## src/source/rvdiv_settings.svh

```systemverilog
`ifndef RVDIV_SETTINGS_SVH
`define RVDIV_SETTINGS_SVH

// operand and result width
`define DIV_XLEN 32

// one register per divider cell plus the result stage
`define DIV_LATENCY (`DIV_XLEN + 1)

`endif

```

## src/source/rvdiv_pkg.sv

```systemverilog
package rvdiv_pkg;

    // low two bits of funct3 for the M-extension divides
    typedef enum logic [1:0] {
        OP_DIV  = 2'd0,
        OP_DIVU = 2'd1,
        OP_REM  = 2'd2,
        OP_REMU = 2'd3
    } div_op_e;

    typedef struct packed {
        logic sel_rem;      // 1 selects remainder
        logic is_unsigned;  // 1 for DIVU / REMU
    } div_op_fields_s;

    // one word read as a code or as decoded bits
    typedef union packed {
        div_op_e        code;
        div_op_fields_s fields;
    } div_op_u;

endpackage

```

## src/source/div_exception.sv

```systemverilog
`timescale 1ns/10ps
`include "rvdiv_settings.svh"

module div_exception (
    input  logic                 clk,
    input  logic                 rstn,
    input  logic                 in_valid,
    input  rvdiv_pkg::div_op_u   op,
    input  logic [`DIV_XLEN-1:0] dividend,
    input  logic [`DIV_XLEN-1:0] divisor,
    output logic                 ex_valid,
    output rvdiv_pkg::div_op_u   ex_op,
    output logic                 neg_quot,
    output logic                 neg_rem,
    output logic                 div_zero,
    output logic                 overflow,
    output logic [`DIV_XLEN-1:0] ex_dividend
);

    import rvdiv_pkg::*;

    localparam int XLEN  = `DIV_XLEN;
    localparam int DEPTH = `DIV_LATENCY - 1;  // matches the cell chain

    logic             is_signed;
    logic [3:0]       flags_in;
    logic [DEPTH-1:0] vld_sr;
    div_op_u          op_sr  [DEPTH];
    logic [3:0]       flag_sr [DEPTH];
    logic [XLEN-1:0]  dvd_sr [DEPTH];

    assign is_signed = !op.fields.is_unsigned;
    // zero, overflow, quotient sign, remainder sign
    assign flags_in = {
        divisor == '0,
        is_signed && (dividend == {1'b1, {(XLEN-1){1'b0}}}) && (&divisor),
        is_signed && (dividend[XLEN-1] ^ divisor[XLEN-1]),
        is_signed && dividend[XLEN-1]
    };

    always_ff @(posedge clk or negedge rstn) begin
        if (!rstn) begin
            vld_sr <= '0;
        end else begin
            vld_sr <= {vld_sr[DEPTH-2:0], in_valid};
        end
    end

    always_ff @(posedge clk) begin
        op_sr[0]   <= op;
        flag_sr[0] <= flags_in;
        dvd_sr[0]  <= dividend;
        for (int i = 1; i < DEPTH; i++) begin
            op_sr[i]   <= op_sr[i-1];
            flag_sr[i] <= flag_sr[i-1];
            dvd_sr[i]  <= dvd_sr[i-1];
        end
    end

    assign ex_valid    = vld_sr[DEPTH-1];
    assign ex_op       = op_sr[DEPTH-1];
    assign ex_dividend = dvd_sr[DEPTH-1];
    assign {div_zero, overflow, neg_quot, neg_rem} = flag_sr[DEPTH-1];

endmodule

```

## config.mk

```make
export PLATFORM = sky130hd
export DESIGN_NAME = div_exception
export DESIGN_NICKNAME = d
export VERILOG_FILES = /design/src/source/rvdiv_pkg.sv /design/src/source/div_exception.sv
export VERILOG_INCLUDE_DIRS = /design/src /design/src/source
export SDC_FILE = /design/constraint.sdc
export NUM_CORES = 1
export LEC_CHECK = 0
export BUFFER_PORTS_ARGS = -buffer_cell sky130_fd_sc_hd__buf_2
export CORE_MARGIN = 3
export CORE_UTILIZATION = 55
export CTS_CLUSTER_SIZE = 25
export DETAILED_ROUTE_END_ITERATION = 16
export PLACE_DENSITY_LB_ADDON = 0.05
export SLEW_MARGIN = 20
export SYNTH_ARGS = -nofsm -noshare
export SYNTH_HDL_FRONTEND = slang
export SYNTH_SLANG_ARGS = --single-unit
```

## constraint.sdc

```tcl
create_clock -name clk -period 0.8 [get_ports clk]
set_input_delay 0 -clock clk [delete_from_list [all_inputs] [get_ports clk]]
set_output_delay 0 -clock clk [all_outputs]
set_load 0.02 [all_outputs]
```

==> run metrics, run 1 <==
top fanout value on the critical path=2; Leak=approximately 13 nW; number of cells traversed by the worst register-to-register path=0; cell types with the largest area share after synthesis=dfxtp_1, dfrtp_1, buf_4; Layout Nets=1656; number of global-route vias before repair=approximately 8500; combinational family with the most area after synthesis=buffers and inverters; later-pin clock latency in the skew report=~0.61 ns; arrival time of data at the critical path endpoint=~1.6 ns; gpl congestion=between 0.7 and 0.8; post-synth cell types=16; Hold Startpoint=dividend[27]; DR vias=8971; number of iterations in the first detailed-routing pass=4; final routed wire length divided by cell count=9.85 µm; cell area reported after detailed placement=26800 µm²; flop2flop setup slack=about 0.31 ns; critical path required time=1.31 ns; Design Power=0.114 W; final clock skew=0.0141 ns; complex-gate fraction of the synthesized area=0%; synthesized flop and latch total=1248; outcome=finished with violations; number of sinks handled by clock tree synthesis=1248; startpoint class of the critical path=primary input; CTS tree=done; endpoint kind of the worst setup timing path=flop; max_slew headroom=between 50% and 60%; final-report max-slew violation count=0; Slew @ Worst Pin=0.669 ns; largest area contributor in the netlist=dfxtp_1; Die Footprint=49300 µm²; clock-pin slew on the worst setup and hold paths=about 0.060 ns; total standard cell area after synthesis=25600 µm²; number of endpoints with negative hold slack in the final report=36; Die Span X=222 µm; share of post-route cells with drive strength above 1=19.4%; total clock buffers created by CTS=105; gr ovfl total=0; Post-Synthesis Cells=1320; max-cap viol count=0; period utilization=139%; category of the most critical setup path=primary input to flop; violated checks=hold timing, setup timing; area fraction of the dominant cell type after synthesis=94.9%; Synthesized Nets=1389; Reg-to-Reg End=vld_sr[15]; ANT cells=0; final routed DRC violation total=0; total track usage=just over 9%; initial drt markers=363; worst-case hold path end point=dvd_sr[0][27]; wire length of the first global-routing pass=36900 µm; number of failing setup endpoints in the final timing report=40; RSZ-0062 raised after global routing=yes; Synthesis Warnings=0; cell total after placement=2003; number of buffers added on ports=107; P&R area growth vs syn=21.7%; number of antenna violations at the first check in global routing=0; multiplexer area fraction after synthesis=0%; hold path cells=1; final worst slack=-0.309 ns; average via count per standard cell=between 3 and 4; number of enable flip-flop cells after synthesis=0; area share of and/or/nand/nor cells after synthesis=less than 1%; root cell of the clock tree=clkbuf_16; starting density of the core=56.2%; pin count of the biggest net entering global routing=33; Synth Area in XOR/XNOR=0.0341%; crit path time final=1.11 ns; worst vdd rail ir drop=2270 µV; worst hold slack=-0.482 ns; sum of net half-perimeters after detailed placement=about 9000 µm; number of rows created at floorplan=78; Worst R2R Start=vld_sr[14]; total power divided by cell area=around 3700 nW/µm²; area share of fa/ha/maj cells after synthesis=0%; summed area of non-filler cells in the final layout=31200 µm²; remaining number of nets flagged by the antenna check after routing=0; worst min path class=primary input to flop; post-route non-filler standard cell count=~2300; CTS HTree Levels=3; Longest Clk Path Bufs=3; Total Wirelength=22300 µm; Die Y-Extent=approximately 220 µm; leading cell types by count after synthesis=dfxtp_1, buf_4, dfrtp_1; placeable core region=45700 µm²; most instantiated library cell after synthesis=dfxtp_1; maximum clock frequency=~900 MHz; num ports=108; main flop type after synthesis=dfxtp_1; Mapped Avg Cell Area=19.4 µm²; register area share after synthesis=98.0%; fraction of registers with async set/reset=2.56%
==> metal layers <==
metal / vias to the layer above / GRT usage [%] / share of wire, %
met5: - / 0 / 0
met4: 0 / 5.80 / 3.5
met3: 61 / 3.72 / 8.3
met2: 237 / 15.2 / 47
met1: 4040 / 9.62 / 42
li1: 4633 / - / -
==> final cells by class <==
class,instances,area [µm²]
clock buffers,160,3120
well taps,600,751
clock inverters,26,233
fillers,2963,14400
repair buffers,194,1620
flip-flops and latches,1248,25200
multi-input cells,38,315
==> critical path, stage by stage <==
cell and delay (ns):
buf_2 0.10, dlygate4sd3_1 0.58, or4b_4 0.57, nor4_4 0.15
nand2_1 0.09, nor4_2 0.13
==> placed cells by master (no fill, tap or decap), drive strengths merged <==
cell type and count:
bufinv 4, buf 118, or4b 1, nor4 13, dlygate4sd3 76, xnor2 1
nand2 2, or4 2, nor2 4, and4b 1, nor3 1, nor4b 1
dfxtp 1216, dfrtp 32, clkbuf 160, clkinv 21, clkinvlp 1, nand4 8
nor2b 1, nand4b 3
==> cells by family (layout without fill, tap and decap cells) <==
kind of cell  after synthesis  after routing
simple gates               37             37
xor+xnor                    1              1
flops                    1248           1248
buf+inv                    34            380
==> registers in the layout, summed over array words and instances (netlist names) <==
register	count
dvd_sr	1024
flag_sr	128
op_sr	64
vld_sr	32
==> what timing repair did <==
| action | CTS | global route |
|---|---|---|
| buffers inserted | 0 | 0 |
| setup endpoints to repair | 39 | 42 |
| endpoints found under the hold margin | 71 | 9 |
| gates resized for setup | 116 | 12 |
| pin swaps | 0 | 3 |
| hold buffers | 72 | 5 |
==> per-stage QoR <==
step / utilization (%) / worst slack, ns / hold slack, ns / setup TNS (ns)
after CTS: 68.1 / -0.353 / -0.543 / -11.59
after global placement: 58.6 / -0.630 / 0.0443 / -0.674
after global routing: 68.4 / -0.361 / -0.521 / -11.78
after detailed placement: 58.6 / -0.627 / 0.0775 / -0.683
after floorplan: - / -0.232 / -0.296 / -0.232
final: 68.4 / -0.309 / -0.482 / -9.34
==> report_power, final <==
| part | internal (W) | switching [W] |
|---|---|---|
| clock network | 0.0280 | 0.0195 |
| logic | 0.000602 | 0.000405 |
| registers | 0.0654 | 0.000608 |
==> how the worst max path moves through the flow <==
stage,startpoint,to,cells past startpoint
floorplan,dividend[15],flag_sr[0][2],4
global placement,dividend[15],flag_sr[0][2],6
detailed placement,dividend[15],flag_sr[0][2],6
CTS,vld_sr[31],ex_valid,1
global route,vld_sr[31],ex_valid,1
finish,dividend[11],flag_sr[0][2],6
Note: power is estimated with default switching activity, not from simulation.
==> run 2: changes to the inputs <==
--- a/config.mk
+++ b/config.mk
@@ -8,7 +8,7 @@
 export LEC_CHECK = 0
 export BUFFER_PORTS_ARGS = -buffer_cell sky130_fd_sc_hd__buf_2
 export CORE_MARGIN = 3
-export CORE_UTILIZATION = 55
+export CORE_UTILIZATION = 57
 export CTS_CLUSTER_SIZE = 25
 export DETAILED_ROUTE_END_ITERATION = 16
 export PLACE_DENSITY_LB_ADDON = 0.05
==> run 2 against run 1 <==
  * The run still ends with hold timing, setup timing left
  * Cell count is 0.26% lower
  * Setup slack lost 0.045 ns
  * Via count down 0.19%
  * Global-route usage grew 0.87 points
  * Clock power is 4% higher
  * Sequential share of layout area decreased by 0.48 points
  * Critical path depth unchanged
  * First-iteration DRC count is 8.0% lower
  * Sequential power about the same
  * Register-to-register slack got worse by 0.03 ns
  * Count of clock-buffer cells in the layout increased by 3
  * Largest cell class unchanged
==> run metrics, run 2 (same netlist as run 1, synthesis figures left out) <==
outcome=finished with violations (unchanged); violated checks=hold timing, setup timing (unchanged); max_slew headroom=70.8% (was 55.4%); total track usage=9.98% (was 9.12%); most frequent standard cell in the layout excluding fill and tap cells=dfxtp_1 (unchanged); number of global-route vias before repair=8808 (was 8519); Design Power=0.116 W (was 0.114 W); Longest Clk Path Bufs=3 (unchanged); Die Y-Extent=218 µm (was 222 µm); worst vdd rail ir drop=1930 µV (was 2270 µV); top register by number of flip-flops=dvd_sr (unchanged); final routed wire length divided by cell count=10.1 µm (was 9.85 µm); worst min path class=primary input to flop (unchanged); Largest register FFs=1024 (unchanged); number of buffers added on ports=107 (unchanged); num ports=108 (unchanged); most repeated library cell on the critical path=nor4_2; Die Span X=218 µm (was 222 µm); starting density of the core=57.9% (was 56.2%); total power divided by cell area=3700 nW/µm² (was 3670 nW/µm²); root cell of the clock tree=clkbuf_16 (unchanged); registers with the most flip-flops=dvd_sr (1024), flag_sr (128), op_sr (64) (unchanged); max-cap viol count=0 (unchanged); crit-path cells=buf_2 -> dlygate4sd3_1 -> or4b_4 -> nor4_2 -> nand2_1 -> nor4_2 (was buf_2 -> dlygate4sd3_1 -> or4b_4 -> nor4_4 -> nand2_1 -> nor4_2); most used cells in the layout excluding fill and tap cells=dfxtp_1, clkbuf_16, dlygate4sd3_1 (unchanged); P&R area growth vs syn=22.5% (was 21.7%); maximum clock frequency=867 MHz (was 902 MHz); crit path time final=1.15 ns (was 1.11 ns); number of iterations in the first detailed-routing pass=4 (unchanged); CTS HTree Levels=3 (unchanged); ANT cells=0 (unchanged); top fanout value on the critical path=2 (unchanged); crit path max-delay cell type=dlygate4sd3_1 (unchanged); arrival time of data at the critical path endpoint=1.68 ns (was 1.62 ns); number of failing setup endpoints in the final timing report=41 (was 40); critical path required time=1.33 ns (was 1.31 ns); Slew @ Worst Pin=0.434 ns (was 0.669 ns); endpoint kind of the worst setup timing path=flop (unchanged); number of rows created at floorplan=77 (was 78); gpl congestion=0.759 (was 0.761); Setup Fix Bufs, Post-CTS=0 (unchanged); wire length of the first global-routing pass=38500 µm (was 36900 µm); category of the most critical setup path=primary input to flop (unchanged); CTS tree=done (unchanged); worst hold slack=-0.498 ns (was -0.482 ns); final routed DRC violation total=0 (unchanged); final clock skew=0.0117 ns (was 0.0141 ns); delay of the slowest cell on the worst path=0.58 ns (about the same); gr ovfl total=0 (unchanged); startpoint class of the critical path=primary input (unchanged); number of endpoints with negative hold slack in the final report=10 (was 36); later-pin clock latency in the skew report=0.62 ns (was 0.61 ns); number of sinks handled by clock tree synthesis=1248 (unchanged); initial drt markers=334 (was 363); Layout Nets=1658 (was 1656); Total Wirelength=22800 µm (was 22300 µm); cell class contributing the biggest share of worst-path delay=simple AND/OR/NAND/NOR gates (unchanged); sum of net half-perimeters after detailed placement=9130 µm (was 9010 µm); RSZ-0062 raised after global routing=yes (unchanged); Die Footprint=47600 µm² (was 49300 µm²); Leak=13.3 nW (was 13.2 nW); number of antenna violations at the first check in global routing=0 (unchanged); pin count of the biggest net entering global routing=19 (was 33); buffers plus inverters on the worst setup path=2 (unchanged); placeable core region=44300 µm² (was 45700 µm²); share of post-route cells with drive strength above 1=19.9% (was 19.4%); clock-pin slew on the worst setup and hold paths=0.06 ns (about the same); remaining number of nets flagged by the antenna check after routing=0 (unchanged); final worst slack=-0.353 ns (was -0.309 ns); period utilization=144% (was 139%); DP Worst Slack=-0.544 ns (was -0.627 ns); average via count per standard cell=3.96 (about the same); total clock buffers created by CTS=107 (was 105); final-report max-slew violation count=0 (unchanged); DR vias=8954 (was 8971)
[run 2: timing repair]
action / CTS / global route
resized for setup: 115 / 16
hold buffers: 83 / 1
pin swaps: 0 / 10
endpoints found under the hold margin: 71 / 11
endpoints found under the setup margin: 39 / 60
[run 2: per-stage QoR]
stage | hold WS, ns | area, µm² | TNS, ns | utilization (%) | instances
after floorplan | -0.296 | 25600 | -0.232 | - | 1320
after global placement | -0.0970 | 26800 | -0.530 | 60.4 | 1995
after detailed placement | -0.0716 | 26800 | -0.590 | 60.4 | 1995
after CTS | -0.554 | 31400 | -12.18 | 70.9 | 2266
after global routing | -0.547 | 31400 | -12.55 | 70.9 | 2260
final | -0.498 | 31400 | -10.0 | 70.9 | 2260
[run 2: layout make-up]
| cell class | count | area, µm² |
|---|---|---|
| fillers | 2756 | 12900 |
| flip-flops and latches | 1248 | 25200 |
| clock buffers | 163 | 3230 |
| repair buffers | 194 | 1640 |
| multi-input cells | 38 | 320 |
| clock inverters | 25 | 290 |
| well taps | 592 | 741 |
[run 2: per-layer routing]
layer | wire [µm] | track usage (%) | vias up
met4 | 1200 | 6.54 | 0
met5 | 0 | 0 | -
met3 | 1650 | 4.34 | 96
li1 | - | - | 4639
met2 | 10500 | 16.3 | 232
met1 | 9430 | 10.5 | 3987
[run 2: worst paths after layout]
kind / start / endpoint / slack (ns) / cells past startpoint
worst max-delay path: divisor[23] / flag_sr[0][2] / -0.35 / 6
worst min-delay path: dividend[15] / dvd_sr[0][15] / -0.50 / 1
worst max register to register: vld_sr[5] / vld_sr[6] / 0.28 / 0
worst min register to register: dvd_sr[0][350] / dvd_sr[0][382] / 0.32 / 0
max in group asynchronous: rstn / vld_sr[7] / 0.10 / 4
min in group asynchronous: rstn / vld_sr[19] / 0.34 / 3
[run 2: power breakdown]
part | total [W] | internal [W] | switching (W)
registers | 0.0660 | 0.0654 | 0.000612
clock network | 0.0493 | 0.0294 | 0.0200
logic | 0.00104 | 0.000616 | 0.000419
==> run 3: changes to the inputs <==
--- a/config.mk
+++ b/config.mk
@@ -7,6 +7,7 @@
 export NUM_CORES = 1
 export LEC_CHECK = 0
 export BUFFER_PORTS_ARGS = -buffer_cell sky130_fd_sc_hd__buf_2
+export CAP_MARGIN = 10
 export CORE_MARGIN = 3
 export CORE_UTILIZATION = 57
 export CTS_CLUSTER_SIZE = 25
==> constraint.sdc (replaced) <==
create_clock -name clk -period 0.8 [get_ports clk]
set_input_delay 0.08 -clock clk [delete_from_list [all_inputs] [get_ports clk]]
set_output_delay 0.08 -clock clk [all_outputs]
set_load 0.02 [all_outputs]
==> run 3 against run 2 <==
  * The run still ends with hold timing, setup timing left
  * Setup slack worse by 0.099 ns
  * Die area stayed put
  * First-iteration DRC count is 14% higher
  * Clock power is 3% higher
  * Non-clock buffer count fell by 22
  * Routed wire length decreased by 4.0%
  * Hold slack improved by 0.080 ns
  * Critical path type unchanged
  * Largest cell class unchanged
  * Highest routed layer unchanged
==> run metrics, run 3 (same netlist as run 1, synthesis figures left out) <==
outcome=finished with violations (unchanged); violated checks=hold timing, setup timing (unchanged); period utilization=157% (was 144%); Leak=13.3 nW (about the same); final worst slack=-0.453 ns (was -0.353 ns); number of iterations in the first detailed-routing pass=4 (unchanged); Largest register FFs=1024 (unchanged); total power divided by cell area=3750 nW/µm² (was 3700 nW/µm²); CTS tree=done (unchanged); root cell of the clock tree=clkbuf_16 (unchanged); max-cap viol count=0 (unchanged); num ports=108 (unchanged); wire length of the first global-routing pass=37000 µm (was 38500 µm); number of global-route vias before repair=8477 (was 8808); Die Span X=218 µm (unchanged); sum of net half-perimeters after detailed placement=8940 µm (was 9130 µm); clock-pin slew on the worst setup and hold paths=0.06 ns (about the same); DR vias=8891 (was 8954); worst hold slack=-0.418 ns (was -0.498 ns); RSZ-0062 raised after global routing=yes (unchanged); most frequent standard cell in the layout excluding fill and tap cells=dfxtp_1 (unchanged); number of rows created at floorplan=77 (unchanged); worst min path class=primary input to flop (unchanged); most used cells in the layout excluding fill and tap cells=dfxtp_1, clkbuf_16, buf_2 (was dfxtp_1, clkbuf_16, dlygate4sd3_1); top register by number of flip-flops=dvd_sr (unchanged); registers with the most flip-flops=dvd_sr (1024), flag_sr (128), op_sr (64) (unchanged); Slew @ Worst Pin=0.337 ns (was 0.434 ns); startpoint class of the critical path=primary input (unchanged); remaining number of nets flagged by the antenna check after routing=0 (unchanged); average via count per standard cell=3.96 (about the same); endpoint kind of the worst setup timing path=flop (unchanged); number of failing setup endpoints in the final timing report=41 (unchanged); top fanout value on the critical path=2 (unchanged); P&R area growth vs syn=22.1% (was 22.5%); crit path time final=1.25 ns (was 1.15 ns); final routed wire length divided by cell count=9.74 µm (was 10.1 µm); Die Footprint=47600 µm² (unchanged); gr ovfl total=0 (unchanged); arrival time of data at the critical path endpoint=1.77 ns (was 1.68 ns); share of post-route cells with drive strength above 1=21.1% (was 19.9%); later-pin clock latency in the skew report=0.61 ns (was 0.62 ns); category of the most critical setup path=primary input to flop (unchanged); Die Y-Extent=218 µm (unchanged); max_slew headroom=77.6% (was 70.8%); Total Wirelength=21900 µm (was 22800 µm); critical path required time=1.32 ns (was 1.33 ns); CTS HTree Levels=3 (unchanged); total clock buffers created by CTS=106 (was 107); Layout Nets=1635 (was 1658); setup TNS after final layout=-13.12 ns (was -10.0 ns); Longest Clk Path Bufs=3 (unchanged); pin count of the biggest net entering global routing=19 (unchanged); maximum clock frequency=798 MHz (was 867 MHz); gpl congestion=0.759 (about the same); number of endpoints with negative hold slack in the final report=27 (was 10); starting density of the core=57.9% (unchanged); placeable core region=44300 µm² (unchanged); number of sinks handled by clock tree synthesis=1248 (unchanged); final clock skew=0.0115 ns (was 0.0117 ns); final-report max-slew violation count=0 (unchanged); total track usage=9.60% (was 9.98%); number of buffers added on ports=107 (unchanged); final routed DRC violation total=0 (unchanged); worst vdd rail ir drop=2020 µV (was 1930 µV); initial drt markers=381 (was 334); Util after Layout=70.7% (was 70.9%); Design Power=0.118 W (was 0.116 W); Setup Fix Bufs, Post-CTS=0 (unchanged); number of antenna violations at the first check in global routing=1 (was 0)
[run 3: cell count changes in the layout (fill, tap and decap cells not counted), moves of 4 or more]
cell and change:
dlygate4sd3_1 -24, clkbuf_1 -4, inv_6 -4, clkinv_2 +17, buf_2 +4, clkbuf_8 -10, bufinv_16 +5
[run 3: report_power, final]
part / internal (W) / switching [W]
combinational: 0.000541 / 0.000403
clock: 0.0306 / 0.0201
sequential: 0.0654 / 0.000602
total: 0.0965 / 0.0211
[run 3: per-stage QoR]
stage | setup WS (ns) | hold WS [ns] | instance area [µm²] | instances
final | -0.453 | -0.418 | 31300 | 2246
after global routing | -0.451 | -0.468 | 31300 | 2246
after CTS | -0.448 | -0.482 | 31300 | 2253
after detailed placement | -0.626 | 0.00323 | 26800 | 1995
after global placement | -0.618 | -0.0174 | 26800 | 1995
after floorplan | -0.312 | -0.216 | 25600 | 1320
[run 3: final cells by class]
cell class | count | area (µm²)
well taps | 592 | 741
clock inverters | 43 | 479
flip-flops and latches | 1248 | 25200
fillers | 2764 | 13000
clock buffers | 152 | 3150
repair buffers | 172 | 1400
multi-input cells | 38 | 353
diodes | 1 | 2.50
[run 3: per-layer routing]
| metal | track usage (%) | vias to the layer above | share of wire, % |
|---|---|---|---|
| met2 | 15.2 | 230 | 45 |
| met1 | 10.4 | 3979 | 42 |
| met5 | 0 | - | 0 |
| li1 | - | 4606 | - |
| met3 | 3.73 | 76 | 7.3 |
| met4 | 7.37 | 0 | 4.8 |
[run 3: worst max-delay path: stages]
cell	delay (ns)
buf_2	0.09
dlygate4sd3_1	0.56
nand4b_1	0.28
nor4_4	0.32
nand2_1	0.13
nor4_2	0.31
[run 3: path summary, 6_finish.rpt]
path / cells past startpoint / slack [ns] / to / start
max: 6 / -0.45 / flag_sr[0][2] / dividend[12]
min: 1 / -0.42 / dvd_sr[0][27] / dividend[27]
max reg2reg: 0 / 0.30 / vld_sr[8] / vld_sr[7]
min reg2reg: 0 / 0.32 / dvd_sr[1][135] / dvd_sr[1][103]
max in group asynchronous: 3 / 0.49 / vld_sr[8] / rstn
min in group asynchronous: 2 / -0.10 / vld_sr[22] / rstn
[run 3: timing repair]
item                                   4_1_cts  5_1_grt
setup endpoints to repair                   39       41
hold buffers                                63        3
gates resized for setup                    116       22
pin swaps                                    0       15
endpoints found under the hold margin       71       30
