--- src/source/rvdiv_settings.svh ---
`ifndef RVDIV_SETTINGS_SVH
`define RVDIV_SETTINGS_SVH

// operand and result width
`define DIV_XLEN 32

// one register per divider cell plus the result stage
`define DIV_LATENCY (`DIV_XLEN + 1)

`endif

--- src/source/rvdiv_pkg.sv ---
package rvdiv_pkg;

    // low two bits of funct3 for the M-extension divides
    typedef enum logic [1:0] {
        OP_DIV  = 2'd0,
        OP_DIVU = 2'd1,
        OP_REM  = 2'd2,
        OP_REMU = 2'd3
    } div_op_e;

    typedef struct packed {
        logic sel_rem;      // 1 selects remainder
        logic is_unsigned;  // 1 for DIVU / REMU
    } div_op_fields_s;

    // one word read as a code or as decoded bits
    typedef union packed {
        div_op_e        code;
        div_op_fields_s fields;
    } div_op_u;

endpackage

--- src/source/div_result.sv ---
`timescale 1ns/10ps
`include "rvdiv_settings.svh"

module div_result (
    input  logic                 clk,
    input  logic                 rstn,
    input  logic                 arr_valid,
    input  logic [`DIV_XLEN-1:0] quot_mag,
    input  logic [`DIV_XLEN-1:0] rem_mag,
    input  logic                 ex_valid,
    input  rvdiv_pkg::div_op_u   ex_op,
    input  logic                 neg_quot,
    input  logic                 neg_rem,
    input  logic                 div_zero,
    input  logic                 overflow,
    input  logic [`DIV_XLEN-1:0] ex_dividend,
    output logic                 res_valid,
    output logic [`DIV_XLEN-1:0] result
);

    logic [`DIV_XLEN-1:0] quot_fix;
    logic [`DIV_XLEN-1:0] rem_fix;

    always_comb begin
        quot_fix = neg_quot ? -quot_mag : quot_mag;
        rem_fix  = neg_rem ? -rem_mag : rem_mag;
        if (div_zero) begin
            quot_fix = '1;
            rem_fix  = ex_dividend;
        end else if (overflow) begin
            quot_fix = ex_dividend;  // most negative value
            rem_fix  = '0;
        end
    end

    always_ff @(posedge clk or negedge rstn) begin
        if (!rstn) begin
            res_valid <= 1'b0;
        end else begin
            res_valid <= arr_valid;
        end
    end

    always_ff @(posedge clk) begin
        if (ex_valid) begin
            result <= ex_op.fields.sel_rem ? rem_fix : quot_fix;
        end
    end

endmodule

--- config.mk ---
export PLATFORM = sky130hd
export DESIGN_NAME = div_result
export DESIGN_NICKNAME = d
export VERILOG_FILES = /design/src/source/rvdiv_pkg.sv /design/src/source/div_result.sv
export VERILOG_INCLUDE_DIRS = /design/src /design/src/source
export SDC_FILE = /design/constraint.sdc
export NUM_CORES = 1
export LEC_CHECK = 0
export CAP_MARGIN = 20
export CORE_ASPECT_RATIO = 0.8
export CORE_UTILIZATION = 65
export DETAILED_ROUTE_END_ITERATION = 16
export DONT_BUFFER_PORTS = 1
export GPL_ROUTABILITY_DRIVEN = 0
export HOLD_SLACK_MARGIN = 0.03
export PLACE_DENSITY = 0.9
export SYNTH_ARGS = -nofsm -noshare
export SYNTH_HDL_FRONTEND = slang
export SYNTH_SLANG_ARGS = --single-unit
export TNS_END_PERCENT = 50
--- constraint.sdc ---
create_clock -name clk -period 0.8 [get_ports clk]
set_input_delay 0.24 -clock clk [delete_from_list [all_inputs] [get_ports clk]]
set_output_delay 0.24 -clock clk [all_outputs]
set_load 0.05 [all_outputs]
==> qor.json, run 1 <==
{
  "cts-resized-gates": 73,
  "cts_htree_levels": 2,
  "proportion_of_synthesized_area_in_mux_cells": 0.0215,
  "postSynthCellCount": 387,
  "postCtsSetupRepairBufs": 5,
  "postSynth.asyncResetShare": 0.0303,
  "outcome": "did not finish",
  "start_util": 0.692,
  "synth_top_flop_cell": "edfxtp_1",
  "synthAdderAreaFrac": 0.00769,
  "share_of_the_synthesized_area_in_compound_gates_ao_oa_aoi_oai": 0.287,
  "placement_rows": 22,
  "yosys.area_share.xor_xnor": 0.148,
  "mappedNetlistArea_mm2": 0.00326,
  "dp.cells": 489,
  "die_width_um": 81.1,
  "synthesis.nets": 495,
  "synth_top_family_by_area": "compound AO/OA/AOI/OAI gates",
  "tritoncts.num_buffers": 5,
  "numClockSinks": 33,
  "floorplan.io_pins": 139,
  "cts.root.buffer_cell": "clkbuf_8",
  "ys_seq_elements": 33,
  "synth-simple-area-share": 0.184,
  "synth_cell_types": 51,
  "detailedPlacementHpwl_mm": 10.5,
  "synth_sequential_area_ratio": 0.303,
  "ys.warnings.count": 0,
  "ctsLongestPathBuffers": 2,
  "first-error": "[ERROR DPL-0038] Utilization greater than 100%, impossible to legalize",
  "synth-edff-count": 32,
  "placement.io_buffers": 0,
  "failed_stage": "4_1_cts",
  "setup_slack_after_placement_ns": -1.89,
  "syn_area_per_cell_um2": 8.41,
  "die_y_um": 65.3,
  "hold_buffers": 2
}
==> per-stage QoR <==
stage	instance area, um2	TNS, ns
after floorplan	3540	-38.45
after detailed placement	4370	-45.60
after global placement	4370	-42.56
==> cell families after synthesis <==
kind of cell	count (synthesis)
compound gates	136
xor+xnor	55
fa+ha+maj	2
buf+inv	42
flops	33
mux	7
simple gates	112
==> cell usage after synthesis (2+ instances only) <==
library cell / n / area share
o211ai_1: 11 / 0.025
o41ai_1: 10 / 0.027
or3_1: 10 / 0.019
or4_4: 2 / 0.0069
edfxtp_1: 32 / 0.30
a22oi_1: 9 / 0.021
nor2b_1: 3 / 0.0058
nand4_1: 2 / 0.0038
nand3_1: 4 / 0.0061
a221oi_1: 6 / 0.016
o21ai_0: 36 / 0.055
xnor2_1: 30 / 0.081
nor3_1: 6 / 0.0092
clkbuf_1: 24 / 0.028
mux2i_1: 7 / 0.022
nand4b_1: 2 / 0.0054
nand2b_1: 4 / 0.0077
o22a_1: 2 / 0.0054
nand2_1: 38 / 0.044
a222oi_1: 2 / 0.0061
a211oi_1: 2 / 0.0046
o22ai_1: 8 / 0.015
nand3b_1: 2 / 0.0046
nor4_1: 4 / 0.0077
o31ai_1: 20 / 0.046
or2_2: 7 / 0.013
a21oi_1: 13 / 0.020
o221ai_1: 2 / 0.0054
inv_1: 13 / 0.015
xor2_1: 25 / 0.067
a21boi_0: 3 / 0.0069
ha_1: 2 / 0.0077
or4_1: 9 / 0.021
o31a_1: 4 / 0.011
nor2_1: 15 / 0.017
buf_1: 3 / 0.0035
==> run 2, diff against run 1 <==
Settings changed: CORE_ASPECT_RATIO 0.8 to not set, CORE_UTILIZATION 65 to 40, HOLD_SLACK_MARGIN 0.03 to not set, PLACE_DENSITY 0.9 to not set, PLACE_DENSITY_LB_ADDON set to 0.15.
==> run 2 against run 1 <==
  * The flow now finishes, with violations (negative setup slack)
  * Synthesized cell count unchanged
  * Area after synthesis unchanged
==> qor.json, run 2 <==
{
  "syn_area_per_cell_um2": 8.41,
  "synthesis.nets": 495,
  "numClockSinks": 33,
  "mappedNetlistArea_mm2": 0.00326,
  "ys_seq_elements": 33,
  "reg_top3": "result x32, res_valid x1",
  "ctsLongestPathBuffers": 2,
  "synth_sequential_area_ratio": 0.303,
  "utilization": 0.658,
  "crit_path_max_fanout": 3,
  "fin_crit_sh": 2.82,
  "layout_commonest_cell": "buf_4",
  "worst_slew_pin_slew_ns": 0.424,
  "power_per_cell_area_mw_per_mm2": 1190,
  "critical_path_required_ns": 0.84,
  "largest-register": "result",
  "vdd.ir_drop.worst_uv": 726,
  "grt_antenna_before_repair": 0,
  "drt_pass1_iterations": 5,
  "setup_slack_after_placement_ns": -1.83,
  "num_antenna_cells": 0,
  "critical_path.startpoint_type": "input port",
  "outcome": "complete, but fails checks",
  "synth_top_flop_cell": "edfxtp_1",
  "cts.root.buffer_cell": "clkbuf_8",
  "detailedPlacementHpwl_mm": 8.53,
  "start_util": 0.417,
  "via_count": 3501,
  "critPathCapture": "result[28]$_DFFE_PP_",
  "detail_route.iter0.violations": 376,
  "die_width_um": 92.2,
  "final_critical_path_setup_slack_ns": -1.46,
  "post_route_cells_drive_above_1_share": 0.397,
  "cts_tree": "done",
  "postLayoutCellArea_mm2": 0.00514,
  "cell_area_reported_after_detailed_placement_mm2": 0.00447,
  "placement.io_buffers": 0,
  "clk_transition_reported_paths_ns": 0.07,
  "synth_area_leader_cell": "edfxtp_1",
  "worst_hold_path.num_cells": 0,
  "floorplan.die_area_mm2": 0.00850,
  "tritoncts.num_buffers": 5,
  "critical_path.endpoint_type": "register",
  "total_congestion_overflow_after_global_routing": 0,
  "first_global_vias": 3315,
  "grt_most_used_layer": "met2",
  "drtAntennaViolNets": 0,
  "use_met3": 0.0854,
  "maxSlewViolCount": 0,
  "largest_net_degree_at_the_start_of_global_routing": 39,
  "cp.arrival_ns": 2.30,
  "highest_count_cells_in_the_layout_ignoring_fill_and_taps": "buf_4 (39), buf_12 (35), nand2_1 (34)",
  "max_clock_freq_mhz": 443,
  "hold_violations": 0,
  "cts_htree_levels": 2,
  "violations": "negative setup slack",
  "die_y_um": 92.2,
  "postSynth.asyncResetShare": 0.0303,
  "final-setup-viol-count": 64,
  "max_cap_viol_count": 0,
  "core_mm2": 0.00781,
  "post-route-min-period_ns": 2.26,
  "routed_wl_mm": 11.6,
  "routedWlPerCell_um": 20.8,
  "mean_number_of_vias_per_cell": 6.27,
  "placement_rows": 32,
  "worst_slew_margin_rel": 0.717,
  "globalRouteMet1Util": 0.354,
  "nets": 563,
  "postSynthCellCount": 387,
  "dp.cells": 538,
  "floorplan.io_pins": 139,
  "synth-edff-count": 32,
  "layout_area_growth_over_synthesis_pct": 57.9,
  "critical_path_start_end_classification": "input port to register",
  "synth_commonest_cells": "nand2_1 (38), o21ai_0 (36), edfxtp_1 (32)",
  "grt_first_pass_wirelength_mm": 17.4,
  "flip_flop_count_of_the_largest_register_after_layout": 32,
  "critical_path.startpoint": "quot_mag[10]",
  "total_power_uw": 6140,
  "power_leakage_uw": 0.00182,
  "synthTopCellsByArea": "edfxtp_1 (30%), xnor2_1 (8.1%), xor2_1 (6.7%), o21ai_0 (5.5%), o31ai_1 (4.6%)",
  "synth.top_cell.area_share": 0.295,
  "synth_cell_types": 51,
  "met2_usage": 0.412,
  "ys.warnings.count": 0,
  "final_routed_drc_violation_total": 0,
  "grt_setup_unrepaired": "true",
  "synthMostInstantiatedCell": "nand2_1",
  "holdCritPathClass": "input port to register",
  "grt.total_usage": 0.266,
  "layout.cells.non_filler": 558
}
## run 2: cell counts after synthesis
Identical to the previous run, type by type.
## run 2: per-stage QoR
stage               TNS (ns)  hold slack (ns)
floorplan             -38.45          -0.0556
global placement      -43.80          -0.0556
detailed placement    -44.31          -0.0556
CTS                   -43.30           0.0633
global route          -46.24           0.0567
finish                -44.33           0.0642
## run 2: logic make-up (layout without fill, tap and decap cells)
group | after synthesis | in the layout | synth area share
adders and majority gates | 2 | 2 | 0.00769
buffers and inverters | 42 | 111 | 0.0488
and+or+nand+nor | 112 | 112 | 0.184
DFF | 33 | 33 | 0.303
AOI/OAI and AO/OA | 136 | 136 | 0.287
muxes | 7 | 7 | 0.0215
xor gates and xnor gates | 55 | 55 | 0.148
## run 2: how the worst min path moves through the flow
| stage | startpoint | end | slack (ns) |
|---|---|---|---|
| 3_3_place_gp | rstn | res_valid$_DFF_PN0_ | -0.06 |
| 4_1_cts | ex_valid | result[3]$_DFFE_PP_ | 0.06 |
| 5_1_grt | ex_valid | result[4]$_DFFE_PP_ | 0.06 |
| 2_1_floorplan | rstn | res_valid$_DFF_PN0_ | -0.06 |
| 3_5_place_dp | rstn | res_valid$_DFF_PN0_ | -0.06 |
| 6_report | ex_valid | result[3]$_DFFE_PP_ | 0.06 |
## run 2: layout make-up
type,count,area [um2]
multi-input combinational,312,2690
fill,593,2670
timing repair buffer,89,1160
sequential,33,986
tap,102,128
inverter,14,92.6
clock buffer,6,72.6
clock inverter,2,10.0
## run 2: worst max-delay path: stages
cell and delay (ns):
or4_4 0.56, or4_4 0.51, or2_4 0.24, o41a_1 0.32, xor2_1 0.15, o311a_1 0.29
## run 2: routing by layer
layer,share of wire,vias to the layer above
met5,0,-
met4,0.021,0
met3,0.11,20
met2,0.46,210
met1,0.41,1658
li1,-,1613
## run 2: report_power, final
group	leakage [uW]	switching, uW	internal [uW]	total (uW)
combinational	0.00145	1300	1350	2640
clock	0.0000450	601	602	1200
sequential	0.000326	154	2130	2290
total	0.00182	2050	4080	6140
## run 2: what timing repair did
item,in CTS,in global routing
pin swaps,45,39
endpoints found under the setup margin,65,65
gates resized for setup,59,32
setup buffers,4,9
hold buffers,2,0
cloned,0,0
endpoints found under the hold margin,2,0
Note: power is estimated with default switching activity, not from simulation.
==> run 3, diff against run 2 <==
Settings changed: CORE_ASPECT_RATIO set to 1.1.
==> run 3 against run 2 <==
  * The flow still finishes with violations (negative setup slack)
  * Non-clock buffer count down 10
  * Worst setup slack worse by 0.011 ns
  * First-iteration DRC count down 13%
  * Clock-buffer cell count stayed put
  * Critical path depth is the same
  * Sequential cell count unchanged
  * Die area hardly changed
  * Core utilization down 2.3 points
==> qor.json, run 3 (synthesis results as in run 2) <==
{
  "clk_transition_reported_paths_ns": 0.07,
  "grt.total_usage": 0.260,
  "ctsLongestPathBuffers": 2,
  "flip_flop_count_of_the_largest_register_after_layout": 32,
  "critical_path.startpoint_type": "input port",
  "worst_slew_pin_slew_ns": 0.412,
  "power_switching_uw": 2030,
  "vdd.ir_drop.worst_uv": 644,
  "floorplan.io_pins": 139,
  "hold_violations": 0,
  "internal_power_uw": 4360,
  "power.share.combinational": 0.400,
  "outcome": "complete, but fails checks",
  "die_width_um": 88.0,
  "highest_count_cells_in_the_layout_ignoring_fill_and_taps": "nand2_1 (35), buf_12 (33), buf_4 (32), edfxtp_1 (32), xnor2_1 (30)",
  "tritoncts.num_buffers": 5,
  "numClockSinks": 33,
  "placement.io_buffers": 0,
  "fillCellCount": 662,
  "layout_area_growth_over_synthesis_pct": 54.4,
  "total_congestion_overflow_after_global_routing": 0,
  "nets": 553,
  "power_switching_share": 0.317,
  "mean_number_of_vias_per_cell": 6.09,
  "critical_path_start_end_classification": "input port to register",
  "final_routed_drc_violation_total": 0,
  "grt_setup_unrepaired": "true",
  "use_met3": 0.0785,
  "power_frac_clock": 0.242,
  "grt_most_used_layer": "met2",
  "maxSlewViolCount": 0,
  "post-route-min-period_ns": 2.27,
  "routedWlPerCell_um": 20.1,
  "via_count": 3374,
  "floorplan.die_area_mm2": 0.00850,
  "placement_rows": 34,
  "max_cap_viol_count": 0,
  "grt_antenna_before_repair": 0,
  "worst_hold_path.num_cells": 0,
  "hold_path_startpoint": "ex_valid",
  "cp.arrival_ns": 2.31,
  "core_mm2": 0.00791,
  "routed_wl_mm": 11.2,
  "reg_top3": "result x32, res_valid x1",
  "postLayoutCellArea_mm2": 0.00503,
  "drt_pass1_iterations": 5,
  "violations": "negative setup slack",
  "critical_path_required_ns": 0.84,
  "max_clock_freq_mhz": 441,
  "fin_crit_sh": 2.83,
  "power_per_cell_area_mw_per_mm2": 1270,
  "start_util": 0.411,
  "num_antenna_cells": 0,
  "cts_tree": "done",
  "detailedPlacementHpwl_mm": 8.37,
  "cts.root.buffer_cell": "clkbuf_8",
  "die_y_um": 96.6,
  "timing.hold.worst_endpoint": "result[1]$_DFFE_PP_",
  "largest-register": "result",
  "cell_area_reported_after_detailed_placement_mm2": 0.00444,
  "largest_net_degree_at_the_start_of_global_routing": 39,
  "detail_route.iter0.violations": 327,
  "worst_slew_margin_rel": 0.725,
  "drtAntennaViolNets": 0,
  "globalRouteMet1Util": 0.364,
  "critical_path.endpoint_type": "register",
  "multi_input_comb_area_mm2": 0.00264,
  "grt_first_pass_wirelength_mm": 17.1,
  "setup_slack_after_placement_ns": -1.83,
  "final-setup-viol-count": 65,
  "sequential_cell_area_um2": 986,
  "power_leakage_uw": 0.00175,
  "holdCritPathClass": "input port to register",
  "crit_path_max_fanout": 3,
  "met2_usage": 0.388,
  "post_route_cells_drive_above_1_share": 0.357,
  "first_global_vias": 3241,
  "cts_htree_levels": 2,
  "power.share.sequential": 0.358,
  "layout_commonest_cell": "nand2_1",
  "final_critical_path_setup_slack_ns": -1.47
}
## run 3: cell types whose count changed in the layout (fill, tap and decap cells not counted), sizes merged
cell    delta
buf       -10
inv        -1
bufinv     +1
## run 3: per-layer routing
metal  wire length [um]  vias up
li1                   -     1595
met1               4690     1590
met2               5090      168
met3               1160       21
met4                220        0
met5                  0        -
## run 3: cell type report
type,instances,area share
Timing Repair Buffer,79,0.210
Sequential cell,33,0.196
Clock buffer,6,0.0144
Clock inverter,2,0.00672
Tap cell,108,0.0269
Inverter,14,0.0212
Multi-Input combinational cell,312,0.525
## run 3: repair_timing
item	in CTS	in global routing
hold endpoints to repair	2	0
setup endpoints to repair	65	65
pin swaps	18	43
buffers inserted	0	5
resized for setup	36	42
hold buffers	2	0
## run 3: worst max path at each step
| stage | start | end | cells past startpoint |
|---|---|---|---|
| 5_1_grt | quot_mag[0] | result[28]$_DFFE_PP_ | 8 |
| 2_1_floorplan | quot_mag[6] | result[28]$_DFFE_PP_ | 6 |
| 3_5_place_dp | quot_mag[6] | result[28]$_DFFE_PP_ | 6 |
| 3_3_place_gp | quot_mag[6] | result[28]$_DFFE_PP_ | 6 |
| 4_1_cts | quot_mag[9] | result[28]$_DFFE_PP_ | 6 |
| 6_report | quot_mag[6] | result[28]$_DFFE_PP_ | 6 |
## run 3: power by group through the flow
stage               logic, uW  registers (uW)  clock network (uW)
floorplan                 936            2850                   0
finish                   2560            2290                1540
global placement         2380            2320                   0
global route             2690            2300                1620
detailed placement       2410            2330                   0
CTS                      2480            2290                1540
## run 3: per-stage QoR
stage                util  TNS [ns]  instances  hold slack (ns)  total power [uW]
CTS                 0.598    -42.77        550           0.0635              6310
detailed placement  0.562    -43.99        540          -0.0556              4730
finish              0.635    -43.07        554           0.0637              6390
global placement    0.562    -43.60        540          -0.0556              4700
global route        0.635    -45.32        554           0.0505              6620
floorplan               -    -38.45        387          -0.0556              3790
## run 3: worst max-delay path, stage by stage
cell and delay, ns:
or4_4 0.54, or4_4 0.51, or2_4 0.25, o41a_1 0.33, xor2_1 0.15, o311a_1 0.28
==> run 4, diff against run 3 <==
Settings changed: CORE_UTILIZATION 40 to 35.
==> run 4 against run 3 <==
  * Hold slack about the same
  * Cell count up 1.6%
  * Global-route usage down 2.4 points
  * Critical path type unchanged
  * First-iteration DRC count down 5.2%
  * Fmax up 0.13%
  * The run still ends with negative setup slack left
  * Combinational power about the same
  * Core utilization down 8.1 points
  * Highest routed layer unchanged
==> qor.json, run 4 (synthesis results as in run 2) <==
{
  "outcome": "complete, but fails checks",
  "violations": "negative setup slack",
  "crit_path_max_fanout": 4,
  "drtAntennaViolNets": 0,
  "routedWlPerCell_um": 20.6,
  "cts_tree": "done",
  "power.share.combinational": 0.403,
  "layout_area_growth_over_synthesis_pct": 52.5,
  "internal_power_uw": 4370,
  "max_clock_freq_mhz": 442,
  "postLayoutCellArea_mm2": 0.00496,
  "via_count": 3383,
  "fillCellCount": 805,
  "floorplan.die_area_mm2": 0.00969,
  "post-route-min-period_ns": 2.26,
  "path_cells": "or4_4 > or4_4 > or2_4 > buf_4 > buf_6 > o31ai_4 > xor2_1 > a211oi_1",
  "floorplan.io_pins": 139,
  "finalSetupTns_ns": -44.13,
  "reg_top3": "result x32, res_valid x1",
  "clk_transition_reported_paths_ns": 0.08,
  "critical_path.startpoint_type": "input port",
  "power_leakage_uw": 0.00174,
  "worst_slew_margin_rel": 0.751,
  "start_util": 0.363,
  "hold_violations": 0,
  "power_frac_clock": 0.241,
  "grt_setup_unrepaired": "true",
  "critical_path.endpoint_type": "register",
  "die_y_um": 103,
  "power_switching_uw": 2040,
  "hold_path_startpoint": "ex_valid",
  "cts.root.buffer_cell": "clkbuf_8",
  "grt_first_pass_wirelength_mm": 17.5,
  "placement.io_buffers": 0,
  "routed_wl_mm": 11.6,
  "final_critical_path_setup_slack_ns": -1.46,
  "die_width_um": 94.0,
  "grt.total_usage": 0.236,
  "fin_crit_sh": 2.83,
  "flip_flop_count_of_the_largest_register_after_layout": 32,
  "critical_path_start_end_classification": "input port to register",
  "cell_area_reported_after_detailed_placement_mm2": 0.00448,
  "worst_slew_pin_slew_ns": 0.370,
  "holdCritPathClass": "input port to register",
  "detailedPlacementHpwl_mm": 8.79,
  "final-setup-viol-count": 65,
  "largest_stage_delay_on_the_critical_path_ns": 0.54,
  "power.share.sequential": 0.356,
  "placement_rows": 36,
  "power_switching_share": 0.318,
  "critical_path.startpoint": "quot_mag[10]",
  "sequential_cell_area_um2": 986,
  "largest-register": "result",
  "ctsLongestPathBuffers": 2,
  "multi_input_comb_area_mm2": 0.00254,
  "timing.critical_path.slowest_stage_cell": "or4_4",
  "power_per_cell_area_mw_per_mm2": 1290,
  "nets": 556,
  "numClockSinks": 33,
  "maxSlewViolCount": 0,
  "highest_count_cells_in_the_layout_ignoring_fill_and_taps": "nand2_1 (36), buf_4 (35), buf_12 (33)",
  "cts_htree_levels": 2,
  "max_cap_viol_count": 0,
  "total_congestion_overflow_after_global_routing": 0,
  "cp.arrival_ns": 2.31,
  "total_power_uw": 6400,
  "drt_pass1_iterations": 7,
  "timing.critical_path.mode_cell": "or4_4",
  "critical_path_required_ns": 0.84,
  "num_antenna_cells": 0,
  "largest_net_degree_at_the_start_of_global_routing": 39,
  "core_mm2": 0.00896,
  "utilization": 0.554,
  "first_global_vias": 3263,
  "tritoncts.num_buffers": 5,
  "layout_commonest_cell": "nand2_1",
  "detail_route.iter0.violations": 310,
  "grt_antenna_before_repair": 0,
  "mean_number_of_vias_per_cell": 6.01,
  "final_routed_drc_violation_total": 0,
  "post_route_cells_drive_above_1_share": 0.354,
  "vdd.ir_drop.worst_uv": 579,
  "critical_path.n_buffers_inverters": 2,
  "crit_family": "simple AND/OR/NAND/NOR gates"
}
-- run 4: final cells by class --
cell class              instances  share of cell area
clock buffers                   6              0.0146
repair buffers                 82               0.218
flip-flops and latches         33               0.199
well taps                     114              0.0287
inverters                      14              0.0214
multi-input cells             312               0.512
clock inverters                 2             0.00681
-- run 4: path summary, 6_finish.rpt --
path	cells past startpoint	to
worst max-delay path	8	result[30]$_DFFE_PP_
min in group asynchronous	1	res_valid$_DFF_PN0_
worst min-delay path	0	result[4]$_DFFE_PP_
max in group asynchronous	1	res_valid$_DFF_PN0_
-- run 4: power groups by stage --
stage	logic, uW	registers, uW	clock network (uW)
after global routing	2710	2300	1610
after global placement	2400	2320	0
after floorplan	936	2850	0
after detailed placement	2430	2320	0
final	2580	2280	1540
after CTS	2510	2280	1580
-- run 4: through the flow --
step,hold WS [ns],worst slack [ns],instances
global placement,-0.0556,-1.83,550
finish,0.0641,-1.46,563
global route,0.0584,-1.51,563
detailed placement,-0.0555,-1.87,550
CTS,0.0582,-1.45,561
floorplan,-0.0556,-1.82,387
-- run 4: what timing repair did --
action / in CTS / in global routing
hold buffers: 2 / 0
gates cloned: 0 / 0
buffers inserted: 1 / 3
setup endpoints to repair: 65 / 65
pin swaps: 27 / 24
gates resized for setup: 44 / 26
hold endpoints to repair: 2 / 0
-- run 4: per-layer routing --
metal	GRT usage	vias to the layer above	routed length [um]
li1	-	1599	-
met1	0.310	1590	4810
met2	0.370	169	5350
met3	0.0708	25	1130
met4	0.0793	0	274
met5	0	-	0
